===== config.mk =====
export PLATFORM = sky130hd
export DESIGN_NAME = sync_fifo
export DESIGN_NICKNAME = d
export VERILOG_FILES = /design/src/rtl/fifo_data_pkg.sv /design/src/rtl/fifo_ctrl_pkg.sv /design/src/rtl/fifo_occupancy.sv /design/src/rtl/fifo_read_ctrl.sv /design/src/rtl/fifo_storage.sv /design/src/rtl/fifo_write_ctrl.sv /design/src/rtl/sync_fifo.sv
export VERILOG_INCLUDE_DIRS = /design/src /design/src/rtl
export SDC_FILE = /design/constraint.sdc
export NUM_CORES = 1
export LEC_CHECK = 0
export ABC_AREA = 1
export ABC_CLOCK_PERIOD_IN_PS = 1900
export BUFFER_PORTS_ARGS = -buffer_cell sky130_fd_sc_hd__buf_2
export CAP_MARGIN = 25
export CELL_PAD_IN_SITES_DETAIL_PLACEMENT = 0
export CELL_PAD_IN_SITES_GLOBAL_PLACEMENT = 2
export CORE_MARGIN = 2
export CORE_UTILIZATION = 38
export CTS_CLUSTER_SIZE = 24
export DETAILED_ROUTE_END_ITERATION = 10
export PLACE_DENSITY = 0.72
export RECOVER_POWER = 50
export SLEW_MARGIN = 20
export SYNTH_ARGS = -nofsm -noshare
export SYNTH_HDL_FRONTEND = slang
export SYNTH_SLANG_ARGS = --single-unit

===== constraint.sdc =====
create_clock -name RD_CLK -period 1.9 [get_ports RD_CLK]
set_input_delay 0.19 -clock RD_CLK [delete_from_list [all_inputs] [get_ports RD_CLK]]
set_output_delay 0.19 -clock RD_CLK [all_outputs]
set_load 0.005 [all_outputs]

===== src/rtl/fifo_consts.svh =====
// fifo sizing macros: word width, depth, pointer, level and count widths
`ifndef FIFO_CONSTS_SVH
`define FIFO_CONSTS_SVH

// one stored word
`define FIFO_DATA_W 8

// usable entries, power of two so pointers wrap on their own
`define FIFO_DEPTH 16

// storage index width, log2 of depth
`define FIFO_ADDR_W 4

// level must hold 0 up to depth inclusive
`define FIFO_LEVEL_W 5

// coarse count port, level shifted right by level_w - count_w
`define FIFO_COUNT_W 3

`endif


===== src/rtl/fifo_data_pkg.sv =====
// vector typedefs for fifo data, storage address, fill level and coarse count
`default_nettype none

`include "fifo_consts.svh"

package fifo_data_pkg;

  // payload word
  typedef logic [`FIFO_DATA_W-1:0] data_t;

  // register file index, wraps at depth
  typedef logic [`FIFO_ADDR_W-1:0] addr_t;

  // words held, 0..depth
  typedef logic [`FIFO_LEVEL_W-1:0] level_t;

  // level >> 2, so full reads as 4
  typedef logic [`FIFO_COUNT_W-1:0] count_t;

endpackage : fifo_data_pkg

`default_nettype wire


===== src/rtl/fifo_ctrl_pkg.sv =====
// packed structs for storage requests, fill flags and transfer responses
`default_nettype none

package fifo_ctrl_pkg;
  import fifo_data_pkg::*;

  // write request into storage, strobe is also the accept pulse
  typedef struct packed {
    logic  wr;     // accepted write this cycle
    addr_t addr;   // write pointer
    data_t data;   // word to store
  } wr_req_t;

  // read request, strobe doubles as read accept
  typedef struct packed {
    logic  rd;     // accepted read this cycle
    addr_t addr;   // read pointer
  } rd_req_t;

  // registered fill flags
  typedef struct packed {
    logic full;          // level == depth
    logic almost_full;   // level >= depth-1
    logic empty;         // level == 0
    logic almost_empty;  // level <= 1
  } fill_flags_t;

  // per-operation strobes, one cycle after the sampled enable
  typedef struct packed {
    logic wr_ack;
    logic wr_err;
    logic rd_ack;
    logic rd_err;
  } xfer_resp_t;

endpackage : fifo_ctrl_pkg

`default_nettype wire


===== src/rtl/fifo_occupancy.sv =====
// fill level counter, registered full/almost/empty flags and scaled count
`timescale 1ns/1ps
`default_nettype none

`include "fifo_consts.svh"

module fifo_occupancy
  import fifo_data_pkg::*;
  import fifo_ctrl_pkg::*;
(
  input  wire         RD_CLK,
  input  wire         AINIT,
  input  wr_req_t     wr_req_i,   // strobe = accepted write
  input  rd_req_t     rd_req_i,   // strobe = accepted read
  output fill_flags_t flags_o,
  output count_t      count_o
);

  localparam int COUNT_SHIFT = `FIFO_LEVEL_W - `FIFO_COUNT_W;

  level_t      level_q;      // words held now
  level_t      level_nxt;    // words held after this edge
  fill_flags_t flags_nxt;
  count_t      count_nxt;
  fill_flags_t flags_q;
  count_t      count_q;

  // accept already decided in the controllers, just count strobes
  always_comb
  begin
    case ({wr_req_i.wr, rd_req_i.rd})
      2'b10:   level_nxt = level_q + level_t'(1);
      2'b01:   level_nxt = level_q - level_t'(1);
      default: level_nxt = level_q;  // none, or both cancel out
    endcase
  end

  // flags from the next level so they line up with the strobes
  always_comb
  begin
    flags_nxt.full         = (level_nxt == level_t'(`FIFO_DEPTH));
    flags_nxt.almost_full  = (level_nxt >= level_t'(`FIFO_DEPTH - 1));
    flags_nxt.empty        = (level_nxt == level_t'(0));
    flags_nxt.almost_empty = (level_nxt <= level_t'(1));
  end

  // top bits of the level, 16 -> 4
  assign count_nxt = count_t'(level_nxt >> COUNT_SHIFT);

  always_ff @(posedge RD_CLK or posedge AINIT)
  begin
    if (AINIT)
      level_q <= '0;
    else
      level_q <= level_nxt;
  end

  // all flags high out of reset
  // full drops at the first edge, so that edge rejects writes
  always_ff @(posedge RD_CLK or posedge AINIT)
  begin
    if (AINIT)
    begin
      flags_q <= '1;
      count_q <= '0;
    end
    else
    begin
      flags_q <= flags_nxt;
      count_q <= count_nxt;
    end
  end

  assign flags_o = flags_q;
  assign count_o = count_q;

endmodule : fifo_occupancy

`default_nettype wire


===== src/rtl/fifo_read_ctrl.sv =====
// read pointer, read accept against the empty flag, rd_ack and rd_err strobes
`timescale 1ns/1ps
`default_nettype none

module fifo_read_ctrl
  import fifo_data_pkg::*;
  import fifo_ctrl_pkg::*;
(
  input  wire         RD_CLK,
  input  wire         AINIT,
  input  wire         rd_en_i,
  input  fill_flags_t flags_i,    // only empty is looked at
  output rd_req_t     rd_req_o,   // to storage and occupancy
  output logic        rd_ack_o,
  output logic        rd_err_o
);

  addr_t rd_ptr_q;     // oldest word
  logic  rd_accept;

  // read needs at least one word held
  assign rd_accept = rd_en_i & ~flags_i.empty;

  always_comb
  begin
    rd_req_o.rd   = rd_accept;
    rd_req_o.addr = rd_ptr_q;
  end

  // advance past the word being read
  always_ff @(posedge RD_CLK or posedge AINIT)
  begin
    if (AINIT)
      rd_ptr_q <= '0;
    else if (rd_accept)
      rd_ptr_q <= rd_ptr_q + addr_t'(1);  // natural wrap
  end

  // ack lines up with the new dout
  always_ff @(posedge RD_CLK or posedge AINIT)
  begin
    if (AINIT)
    begin
      rd_ack_o <= 1'b0;
      rd_err_o <= 1'b0;
    end
    else
    begin
      rd_ack_o <= rd_accept;
      rd_err_o <= rd_en_i & flags_i.empty;  // underflow attempt
    end
  end

endmodule : fifo_read_ctrl

`default_nettype wire


===== src/rtl/fifo_storage.sv =====
// two-port register file holding fifo words, registered read data
`timescale 1ns/1ps
`default_nettype none

`include "fifo_consts.svh"

module fifo_storage
  import fifo_data_pkg::*;
  import fifo_ctrl_pkg::*;
(
  input  wire     RD_CLK,
  input  wire     AINIT,
  input  wr_req_t wr_req_i,   // from write controller
  input  rd_req_t rd_req_i,   // from read controller
  output data_t   dout_o      // word of the last accepted read
);

  data_t mem_q [`FIFO_DEPTH];  // payload only, no reset
  data_t dout_q;

  // write port
  always_ff @(posedge RD_CLK)
  begin
    if (wr_req_i.wr)
      mem_q[wr_req_i.addr] <= wr_req_i.data;
  end

  // read port, same address as a write only when empty so no bypass
  always_ff @(posedge RD_CLK or posedge AINIT)
  begin
    if (AINIT)
      dout_q <= '0;
    else if (rd_req_i.rd)
      dout_q <= mem_q[rd_req_i.addr];  // holds between reads
  end

  assign dout_o = dout_q;

endmodule : fifo_storage

`default_nettype wire


===== src/rtl/fifo_write_ctrl.sv =====
// write pointer, write accept against the full flag, wr_ack and wr_err strobes
`timescale 1ns/1ps
`default_nettype none

module fifo_write_ctrl
  import fifo_data_pkg::*;
  import fifo_ctrl_pkg::*;
(
  input  wire         RD_CLK,
  input  wire         AINIT,
  input  wire         wr_en_i,
  input  data_t       din_i,
  input  fill_flags_t flags_i,    // only full is looked at
  output wr_req_t     wr_req_o,   // to storage and occupancy
  output logic        wr_ack_o,
  output logic        wr_err_o
);

  addr_t wr_ptr_q;     // next slot to write
  logic  wr_accept;    // enable with room left

  // full is registered, so it stays high for the cycle after reset
  assign wr_accept = wr_en_i & ~flags_i.full;

  // request is combinational, the storage registers it
  always_comb
  begin
    wr_req_o.wr   = wr_accept;
    wr_req_o.addr = wr_ptr_q;
    wr_req_o.data = din_i;
  end

  // pointer wraps at depth by width
  always_ff @(posedge RD_CLK or posedge AINIT)
  begin
    if (AINIT)
      wr_ptr_q <= '0;
    else if (wr_accept)
      wr_ptr_q <= wr_ptr_q + addr_t'(1);
  end

  // strobes for the write sampled at this edge
  always_ff @(posedge RD_CLK or posedge AINIT)
  begin
    if (AINIT)
    begin
      wr_ack_o <= 1'b0;
      wr_err_o <= 1'b0;
    end
    else
    begin
      wr_ack_o <= wr_accept;
      wr_err_o <= wr_en_i & flags_i.full;  // rejected, word dropped
    end
  end

endmodule : fifo_write_ctrl

`default_nettype wire


===== src/rtl/sync_fifo.sv =====
// synchronous 16x8 fifo top: storage, write and read control, occupancy
`timescale 1ns/1ps
`default_nettype none

module sync_fifo
  import fifo_data_pkg::*;
  import fifo_ctrl_pkg::*;
(
  input  wire    RD_CLK,
  input  wire    AINIT,
  input  data_t  din_i,
  input  wire    wr_en_i,
  input  wire    rd_en_i,
  output data_t  dout_o,
  output logic   full_o,
  output logic   almost_full_o,
  output logic   empty_o,
  output logic   almost_empty_o,
  output logic   wr_ack_o,
  output logic   wr_err_o,
  output logic   rd_ack_o,
  output logic   rd_err_o,
  output count_t count_o
);

  wr_req_t     wr_req;   // write ctrl -> storage, occupancy
  rd_req_t     rd_req;   // read ctrl -> storage, occupancy
  fill_flags_t flags;    // occupancy -> both ctrls, ports

  fifo_write_ctrl fifo_write_ctrl_inst (
    .RD_CLK   (RD_CLK),
    .AINIT    (AINIT),
    .wr_en_i  (wr_en_i),
    .din_i    (din_i),
    .flags_i  (flags),
    .wr_req_o (wr_req),
    .wr_ack_o (wr_ack_o),
    .wr_err_o (wr_err_o)
  );

  fifo_read_ctrl fifo_read_ctrl_inst (
    .RD_CLK   (RD_CLK),
    .AINIT    (AINIT),
    .rd_en_i  (rd_en_i),
    .flags_i  (flags),
    .rd_req_o (rd_req),
    .rd_ack_o (rd_ack_o),
    .rd_err_o (rd_err_o)
  );

  fifo_storage fifo_storage_inst (
    .RD_CLK   (RD_CLK),
    .AINIT    (AINIT),
    .wr_req_i (wr_req),
    .rd_req_i (rd_req),
    .dout_o   (dout_o)
  );

  fifo_occupancy fifo_occupancy_inst (
    .RD_CLK   (RD_CLK),
    .AINIT    (AINIT),
    .wr_req_i (wr_req),
    .rd_req_i (rd_req),
    .flags_o  (flags),
    .count_o  (count_o)
  );

  // flatten flag struct onto ports
  assign full_o         = flags.full;
  assign almost_full_o  = flags.almost_full;
  assign empty_o        = flags.empty;
  assign almost_empty_o = flags.almost_empty;

endmodule : sync_fifo

`default_nettype wire


==> flow_summary.json, run 1 <==
{
  "startpoint_type": "flop",
  "path_class": "reg2reg",
  "clk_pin_slew_ns": 0.06,
  "fin_worst_skew_ns": 0.00952,
  "io-pin-count": 31,
  "areaGrowthSynthToFinish_pct": 19.5,
  "seqCellArea_mm2": 0.00458,
  "port-buffer-count": 30,
  "async_flop_share": 0.185,
  "grt_first_pass_wirelength_um": 22800,
  "fillers": 1507,
  "grt_antenna_before_repair": 0,
  "multi_input_area_mm2": 0.00173,
  "worst_slew_pin_slew_ns": 0.918,
  "crit_fanout": 8,
  "final_core_util": 0.466,
  "synthXorXnorAreaFrac": 0.0108,
  "antenna_cells": 0,
  "nets": 603,
  "clk_latency_ns": 0.43,
  "ant_nets": 0,
  "place_congestion": 0.804,
  "wl_per_cell_um": 17.8,
  "syn_area_mm2": 0.00647,
  "cts_buffers": 17,
  "p_leak_nw": 2.88,
  "avgSynthCellArea_um2": 12.2,
  "die_h_um": 134,
  "period_minus_slack_ns": 1.87,
  "synth_edf_count": 128,
  "finalSetupViolations": 0,
  "hold_violations": 0,
  "cts.sinks": 157,
  "yosysWarnings": 0,
  "grt_max_degree": 42,
  "finalPower_mw": 12.3,
  "drc": 0,
  "slowest_delay_ns": 0.71,
  "synth_top_area_frac": 0.594,
  "synth-compound-area-share": 0.0929,
  "max_cap_viol_count": 0,
  "cp.required_ns": 1.95,
  "ys_types": 33,
  "syn_nets": 548,
  "gr-usage-all-layers": 0.171,
  "relSlewSlack": 0.386,
  "final-max-slew-violation-count": 0,
  "muxShareOfSynthArea": 0.00929,
  "start_util": 0.390,
  "drtPass1Iterations": 4,
  "grt_pass1_vias": 4071,
  "dr_total_vias": 4079,
  "ys_top_cells_by_count": "128 x edfxtp_1, 82 x nand2_1, 68 x nor2_1",
  "hold_path_class": "in2reg",
  "rows": 47,
  "routed_wl_um": 14500,
  "synth_cells": 529,
  "synth_most_common_cell": "edfxtp_1",
  "synth-simple-area-share": 0.126,
  "die_area_mm2": 0.0181,
  "critPathArrivalTime_ns": 1.91,
  "via_per_inst": 5.00,
  "cts_root_buf": "clkbuf_16",
  "fmax_mhz": 536,
  "drt_iter0_markers": 227,
  "status": "completed",
  "synth-main-ff-cell": "edfxtp_1",
  "grt_overflow": 0,
  "synthTopCellsByArea": "edfxtp_1 59%, dfrtp_1 9.7%, nand2_1 4.8%",
  "cts_tree": "built",
  "synth_seq_cells": 157,
  "die_w_um": 134,
  "cts-htree-levels": 4,
  "power.density_mw_per_mm2": 1590,
  "rsz0062_at_grt": "yes",
  "synth-adder-area-share": 0.0135,
  "final_layout_size_suffix_gt1_frac": 0.198,
  "crit_chain": "inv_1, ha_1, nand2_1, nor2_1",
  "synth_top_cell_by_area": "edfxtp_1",
  "max-vdd-ir-drop_v": 0.000719,
  "synth_top_family_by_area": "simple AND/OR/NAND/NOR gates",
  "clockBufferDepth": 2,
  "fp.coreArea_mm2": 0.0166,
  "cp_slowest_cell": "nor2_1",
  "dp_hpwl_um": 9740,
  "timing.final.crit_share": 0.982,
  "ys_seq_area_frac": 0.707,
  "cp-end-kind": "flop"
}
[flip-flops by register name, summed over array words and instances, names as in the netlist]
register,cells
fifo_occupancy_inst.flags_o,4
fifo_write_ctrl_inst.wr_ptr_q,4
fifo_read_ctrl_inst.rd_ptr_q,4
fifo_read_ctrl_inst.rd_err_o,1
fifo_write_ctrl_inst.wr_err_o,1
fifo_write_ctrl_inst.wr_ack_o,1
fifo_occupancy_inst.level_q,4
fifo_storage_inst.mem_q,128
fifo_read_ctrl_inst.rd_ack_o,1
fifo_occupancy_inst.count_o,1
fifo_storage_inst.dout_o,8
[path summary, 6_finish.rpt]
path                                             startpoint                         endpoint  slack, ns  depth (start not counted)
setup / recovery           fifo_write_ctrl_inst.wr_ptr_q[1]    fifo_storage_inst.mem_q[4][3]       0.03                          4
max in group asynchronous                             AINIT  fifo_read_ctrl_inst.rd_ptr_q[0]       0.86                          4
setup reg to reg           fifo_write_ctrl_inst.wr_ptr_q[1]    fifo_storage_inst.mem_q[4][3]       0.03                          4
hold reg to reg                 fifo_storage_inst.dout_o[6]      fifo_storage_inst.dout_o[6]       0.47                          2
hold / removal                                     din_i[0]   fifo_storage_inst.mem_q[10][0]       0.30                          1
min in group asynchronous                             AINIT      fifo_storage_inst.dout_o[2]       0.52                          4
[power breakdown]
group | switching [mW] | total, mW | internal (mW)
logic | 2.73 | 4.23 | 1.51
clock network | 1.31 | 3.49 | 2.18
registers | 0.268 | 4.58 | 4.31
total | 4.30 | 12.3 | 8.00
[cell families (layout without fill, tap and decap cells)]
| kind of cell | Yosys count | after routing |
|---|---|---|
| and+or+nand+nor | 189 | 189 |
| DFF | 157 | 157 |
| AOI/OAI and AO/OA | 105 | 105 |
| buffers and inverters | 57 | 124 |
| xor gates and xnor gates | 8 | 8 |
| adders and majority gates | 7 | 7 |
| muxes | 6 | 6 |
[worst max-delay path, delay by kind of cell (launching register included)]
kind	cells	cell delay (ns)
adder cells (fa/ha/maj)	1	0.15
flip-flops	1	0.41
buffers and inverters	1	0.11
AND/OR/NAND/NOR	2	0.81
[cell usage in the layout (no fill, tap or decap), types with 9 or more instances in the layout]
master	netlist	layout
edfxtp_1	128	128
nand2_1	82	77
nor2_1	68	63
o21ai_0	60	58
buf_4	7	25
dfrtp_1	25	24
inv_1	25	22
buf_2	7	22
nand3_1	20	20
clkbuf_16	0	17
o221ai_1	14	14
a21oi_1	12	12
clkbuf_1	10	11
o22ai_1	9	9
nand2_2	5	9
[layout make-up]
cell class	count	share of cell area
inverter	31	0.0155
tap	220	0.0356
multi-input combinational	315	0.224
clock inverter	11	0.0219
sequential	157	0.592
timing repair buffer	62	0.0547
clock buffer	20	0.0565
[metal layers]
metal  track usage  vias up  share of wire
met3        0.0499       11          0.032
met1         0.210     2015           0.44
met4        0.0579        0          0.014
met5             0        -              0
met2         0.291       74           0.51
li1              -     1979              -
[stage by stage]
stage	setup slack, ns	cell area (um2)	cells	hold WS [ns]	setup TNS (ns)
after floorplan	0.0584	6470	529	0.265	0
after global routing	-0.0812	7730	816	0.313	-2.83
after CTS	0.00978	7620	812	0.134	0
after global placement	0.00835	6980	778	0.286	0
after detailed placement	-0.0299	6980	778	0.292	-0.0299
final	0.0350	7730	816	0.303	0
[timing repair]
action	in CTS	in global routing
buffers inserted	0	4
pin swaps	0	9
hold buffers	3	0
setup endpoints to repair	3	85
hold endpoints to repair	27	0
gates resized for setup	2	24
(Power assumes the default switching activity.)
==> run 2, diff against run 1 <==
PLACE_DENSITY = 0.81   (was 0.72)
SETUP_SLACK_MARGIN = 0.2   (was unset)
==> flow_summary.json, run 2 (synthesis gave the netlist of run 1 again) <==
{
  "cts_root_buf": "clkbuf_16",
  "path_class": "reg2reg",
  "fillers": 1514,
  "cp-end-kind": "flop",
  "drt_iter0_markers": 241,
  "worst-path-buf-inv": 3,
  "cts_buffers": 17,
  "rows": 47,
  "io-pin-count": 31,
  "die_area_mm2": 0.0181,
  "layout.cells.most_common_list": "128 x edfxtp_1, 71 x nand2_1, 56 x o21ai_0, 51 x nor2_1, 32 x buf_4",
  "grt_max_degree": 36,
  "path_delay_family": "simple AND/OR/NAND/NOR gates",
  "grt_first_pass_wirelength_um": 23200,
  "finalSetupViolations": 0,
  "fp.coreArea_mm2": 0.0166,
  "dr_total_vias": 4250,
  "clk_latency_ns": 0.42,
  "largest_register": "fifo_storage_inst.mem_q",
  "max-vdd-ir-drop_v": 0.000834,
  "drtPass1Iterations": 4,
  "reg2reg_slack_ns": 0.02,
  "hold_violations": 0,
  "crit_fanout": 4,
  "start_util": 0.390,
  "clockBufferDepth": 2,
  "final-max-slew-violation-count": 0,
  "clk_pin_slew_ns": 0.06,
  "fin_ws_ns": 0.0205,
  "place_congestion": 0.829,
  "wl_per_cell_um": 18.4,
  "die_h_um": 134,
  "power.density_mw_per_mm2": 1600,
  "hold_path_class": "in2reg",
  "relSlewSlack": 0.454,
  "crit_top_cell": "nand2_4",
  "fin_worst_skew_ns": 0.00884,
  "die_w_um": 134,
  "place_ws_ns": -0.0699,
  "cts-htree-levels": 4,
  "largest_register_ffs": 128,
  "status": "completed",
  "grt_antenna_before_repair": 0,
  "via_per_inst": 5.11,
  "areaGrowthSynthToFinish_pct": 23.8,
  "antenna_cells": 0,
  "critPathArrivalTime_ns": 2.24,
  "period_minus_slack_ns": 1.88,
  "grt_pass1_vias": 4225,
  "final_core_util": 0.483,
  "postLayoutCellArea_mm2": 0.00800,
  "drc": 0,
  "crit_chain": "inv_2, nand2_4, buf_6, nand2_4, nand2_4, nand2_4, ha_4, inv_2, nand2_2, nand3b_1, nand2_1, nand2_2, o21ai_4, nand4_4, nor2_2",
  "ant_nets": 0,
  "nets": 617,
  "dp_hpwl_um": 9510,
  "port-buffer-count": 30,
  "layout_commonest_cell": "edfxtp_1",
  "rsz0062_at_grt": "yes",
  "routed_wl_um": 15300,
  "grt_overflow": 0,
  "setup_tns_ns": 0,
  "startpoint_type": "flop",
  "place_area_mm2": 0.00706,
  "timing.final.crit_share": 0.989,
  "cp_slowest_cell": "dfstp_2",
  "cts_tree": "built",
  "slowest_delay_ns": 0.53,
  "cts.sinks": 157,
  "worst_slew_pin_slew_ns": 0.819,
  "max_cap_viol_count": 0,
  "fmax_mhz": 532,
  "cp.required_ns": 2.26,
  "final_layout_size_suffix_gt1_frac": 0.249,
  "gr-usage-all-layers": 0.175,
  "p_leak_nw": 2.97
}
## run 2: worst paths after layout
check	from	to	depth (start not counted)
worst min-delay path	wr_en_i	fifo_write_ctrl_inst.wr_err_o	3
worst max register to register	fifo_occupancy_inst.flags_o[3]	fifo_occupancy_inst.flags_o[3]	15
max in group asynchronous	AINIT	fifo_read_ctrl_inst.rd_ptr_q[0]	4
min in group asynchronous	AINIT	fifo_storage_inst.dout_o[1]	4
worst max-delay path	fifo_occupancy_inst.flags_o[3]	fifo_occupancy_inst.flags_o[3]	15
worst min register to register	fifo_storage_inst.dout_o[6]	fifo_storage_inst.dout_o[6]	2
## run 2: where the power goes
group | internal [mW] | switching [mW] | leakage, nW
sequential | 4.31 | 0.271 | 1.50
combinational | 1.82 | 3.09 | 1.20
clock | 2.05 | 1.24 | 0.272
total | 8.18 | 4.60 | 2.97
## run 2: repair_timing
| item | CTS | global route |
|---|---|---|
| pin swaps | 9 | 12 |
| hold buffers | 2 | 0 |
| gates resized for setup | 19 | 54 |
| setup endpoints to repair | 121 | 111 |
| hold endpoints to repair | 26 | 0 |
| setup buffers | 5 | 5 |
## run 2: through the flow
step | hold WS [ns] | instances | total power [mW]
2_1_floorplan | 0.265 | 529 | 7.26
3_3_place_gp | 0.290 | 787 | 8.77
3_5_place_dp | 0.309 | 787 | 8.82
4_1_cts | 0.00139 | 826 | 12.3
5_1_grt | 0.0189 | 831 | 13.5
6_report | 0.0155 | 831 | 12.8
## run 2: worst min-delay path, stage by stage
cell and delay [ns]:
buf_2 0.13, nand2_1 0.06, inv_1 0.03
## run 2: final cells by class
cell class	instances	area (um2)	area share
clock inverter	9	119	0.0149
multi-input combinational	315	1900	0.238
sequential	157	4580	0.572
tap	220	275	0.0344
inverter	31	116	0.0145
clock buffer	23	448	0.0560
timing repair buffer	76	568	0.0710
## run 2: routing by layer
layer / vias to the layer above / part of all wire / wire (um) / GRT usage
li1: 2014 / - / - / -
met1: 2074 / 0.42 / 6470 / 0.221
met2: 129 / 0.48 / 7350 / 0.287
met3: 33 / 0.054 / 825 / 0.0423
met4: 0 / 0.040 / 616 / 0.0778
met5: - / 0 / 0 / 0
==> run 3, diff against run 2 <==
ABC_CLOCK_PERIOD_IN_PS = 2400   (was 1900)
CORE_UTILIZATION = 43   (was 38)
GPL_ROUTABILITY_DRIVEN = 0   (was unset)
PLACE_DENSITY = 0.86   (was 0.81)
clock period = 2.4 ns   (was 1.9 ns; I/O delays follow)
==> flow_summary.json, run 3 (synthesis gave the netlist of run 1 again) <==
{
  "status": "completed",
  "hold_violations": 0,
  "dr_total_vias": 4132,
  "fmax_mhz": 490,
  "post_cts.repair.setup_buffers": 0,
  "start_util": 0.443,
  "cp-end-kind": "flop",
  "wl_per_cell_um": 18.9,
  "relSlewSlack": 0.380,
  "grt_overflow": 0,
  "rsz0062_at_grt": "no",
  "routed_wl_um": 14500,
  "antenna_cells": 0,
  "fin_worst_skew_ns": 0.00866,
  "finalPower_mw": 9.22,
  "cts_buffers": 17,
  "switching_share": 0.351,
  "placed_cells": 734,
  "nets": 589,
  "clkPwrFrac": 0.282,
  "layout_commonest_cell": "edfxtp_1",
  "max-vdd-ir-drop_v": 0.000636,
  "p_leak_nw": 2.78,
  "finalSetupViolations": 0,
  "final-max-slew-violation-count": 0,
  "ant_nets": 0,
  "layout.cells.most_common_list": "128 x edfxtp_1, 82 x nand2_1, 68 x nor2_1, 59 x o21ai_0, 25 x inv_1",
  "drt_iter0_markers": 411,
  "die_h_um": 127,
  "cts.sinks": 157,
  "p_switching_mw": 3.24,
  "areaGrowthSynthToFinish_pct": 14.3,
  "path_class": "reg2reg",
  "gr-usage-all-layers": 0.192,
  "hold_path_class": "in2reg",
  "port-buffer-count": 30,
  "finalNonFillerCells": 766,
  "critPathArrivalTime_ns": 2.40,
  "drc": 0,
  "startpoint_type": "flop",
  "grt_first_pass_wirelength_um": 22900,
  "grt_pass1_vias": 4037,
  "crit_fanout": 18,
  "largest_register_ffs": 128,
  "grt_antenna_before_repair": 0,
  "via_per_inst": 5.39,
  "io-pin-count": 31,
  "period_minus_slack_ns": 2.04,
  "internal_power_mw": 5.98,
  "max_cap_viol_count": 0,
  "cts_tree": "built",
  "cts-htree-levels": 4,
  "worst_slew_pin_slew_ns": 0.927,
  "clk_latency_ns": 0.42,
  "timing.final.crit_share": 0.851,
  "drtPass1Iterations": 5,
  "clockBufferDepth": 2,
  "pwr-share-seq": 0.396,
  "final_layout_size_suffix_gt1_frac": 0.131,
  "cp.required_ns": 2.76,
  "fillers": 1260,
  "dp_hpwl_um": 9440,
  "die_area_mm2": 0.0160,
  "rows": 44,
  "cts_root_buf": "clkbuf_16",
  "fp.coreArea_mm2": 0.0146,
  "die_w_um": 127,
  "setup_tns_ns": 0,
  "grt_max_degree": 38,
  "clk_pin_slew_ns": 0.06,
  "power.density_mw_per_mm2": 1250,
  "largest_register": "fifo_storage_inst.mem_q",
  "power_frac_comb": 0.322
}
## run 3: cell count changes in the layout (fill, tap and decap cells not counted), moves of 4 or more
cell	previous run	this run
nand3_4	4	0
nor2_1	51	68
buf_6	6	0
nor2_4	14	0
nand2_2	12	4
buf_4	32	16
buf_12	4	0
nand3_1	16	20
inv_1	21	25
nand2_1	71	82
buf_2	22	17
inv_2	7	3
## run 3: timing repair
item                       4_1_cts  5_1_grt
resized for setup                0        2
hold endpoints to repair        13        0
setup endpoints to repair        0        4
hold buffers                     1        0
## run 3: path summary, 6_finish.rpt
kind                                                start                                to  slack (ns)  cells after the start
min                                               rd_en_i      fifo_read_ctrl_inst.rd_err_o        0.03                      3
max in group asynchronous                           AINIT  fifo_write_ctrl_inst.wr_ptr_q[3]        0.72                      4
max reg2reg                fifo_occupancy_inst.flags_o[1]    fifo_occupancy_inst.flags_o[1]        0.36                     13
max                        fifo_occupancy_inst.flags_o[1]    fifo_occupancy_inst.flags_o[1]        0.36                     13
min reg2reg                   fifo_storage_inst.dout_o[5]       fifo_storage_inst.dout_o[5]        0.47                      2
min in group asynchronous                           AINIT   fifo_read_ctrl_inst.rd_ptr_q[3]        0.44                      3
## run 3: critical path: stages (launching register included)
cell	delay, ns
dfstp_1	0.44
nor2_8	0.32
nand2_4	0.12
nand2_1	0.08
nand2_1	0.07
ha_1	0.18
inv_1	0.05
nand2_1	0.08
nand3b_1	0.17
nand2_1	0.07
nand2_1	0.06
o21ai_2	0.10
nand4_2	0.15
nor2_1	0.11
## run 3: metrics by stage
step	hold WS (ns)	utilization	worst slack (ns)	cell area (um2)
after floorplan	0.315	-	0.558	6470
after global placement	0.339	0.469	0.393	6840
after detailed placement	0.367	0.469	0.322	6840
after CTS	0.0133	0.508	0.304	7410
after global routing	0.0235	0.507	0.142	7390
final	0.0325	0.507	0.358	7390
## run 3: final cells by class
type	count	area, um2	area share
flip-flops and latches	157	4580	0.619
multi-input cells	315	1640	0.222
clock buffers	20	437	0.0591
repair buffers	48	268	0.0362
well taps	184	230	0.0311
clock inverters	11	125	0.0169
inverters	31	116	0.0157
## run 3: power by group through the flow
stage               clock, mW  combinational (mW)  sequential (mW)
floorplan                   0                2.09             3.63
global placement            0                2.96             3.70
detailed placement          0                2.98             3.71
CTS                      2.66                3.00             3.66
global route             2.76                3.34             3.71
finish                   2.60                2.97             3.65
## run 3: routing by layer
metal  global-route usage  vias to the layer above  wire (um)
met5                    0                        -          0
met4               0.0750                        0        330
met3               0.0506                       24        787
met2                0.293                      127       6820
met1                0.264                     2026       6550
li1                     -                     1955          -
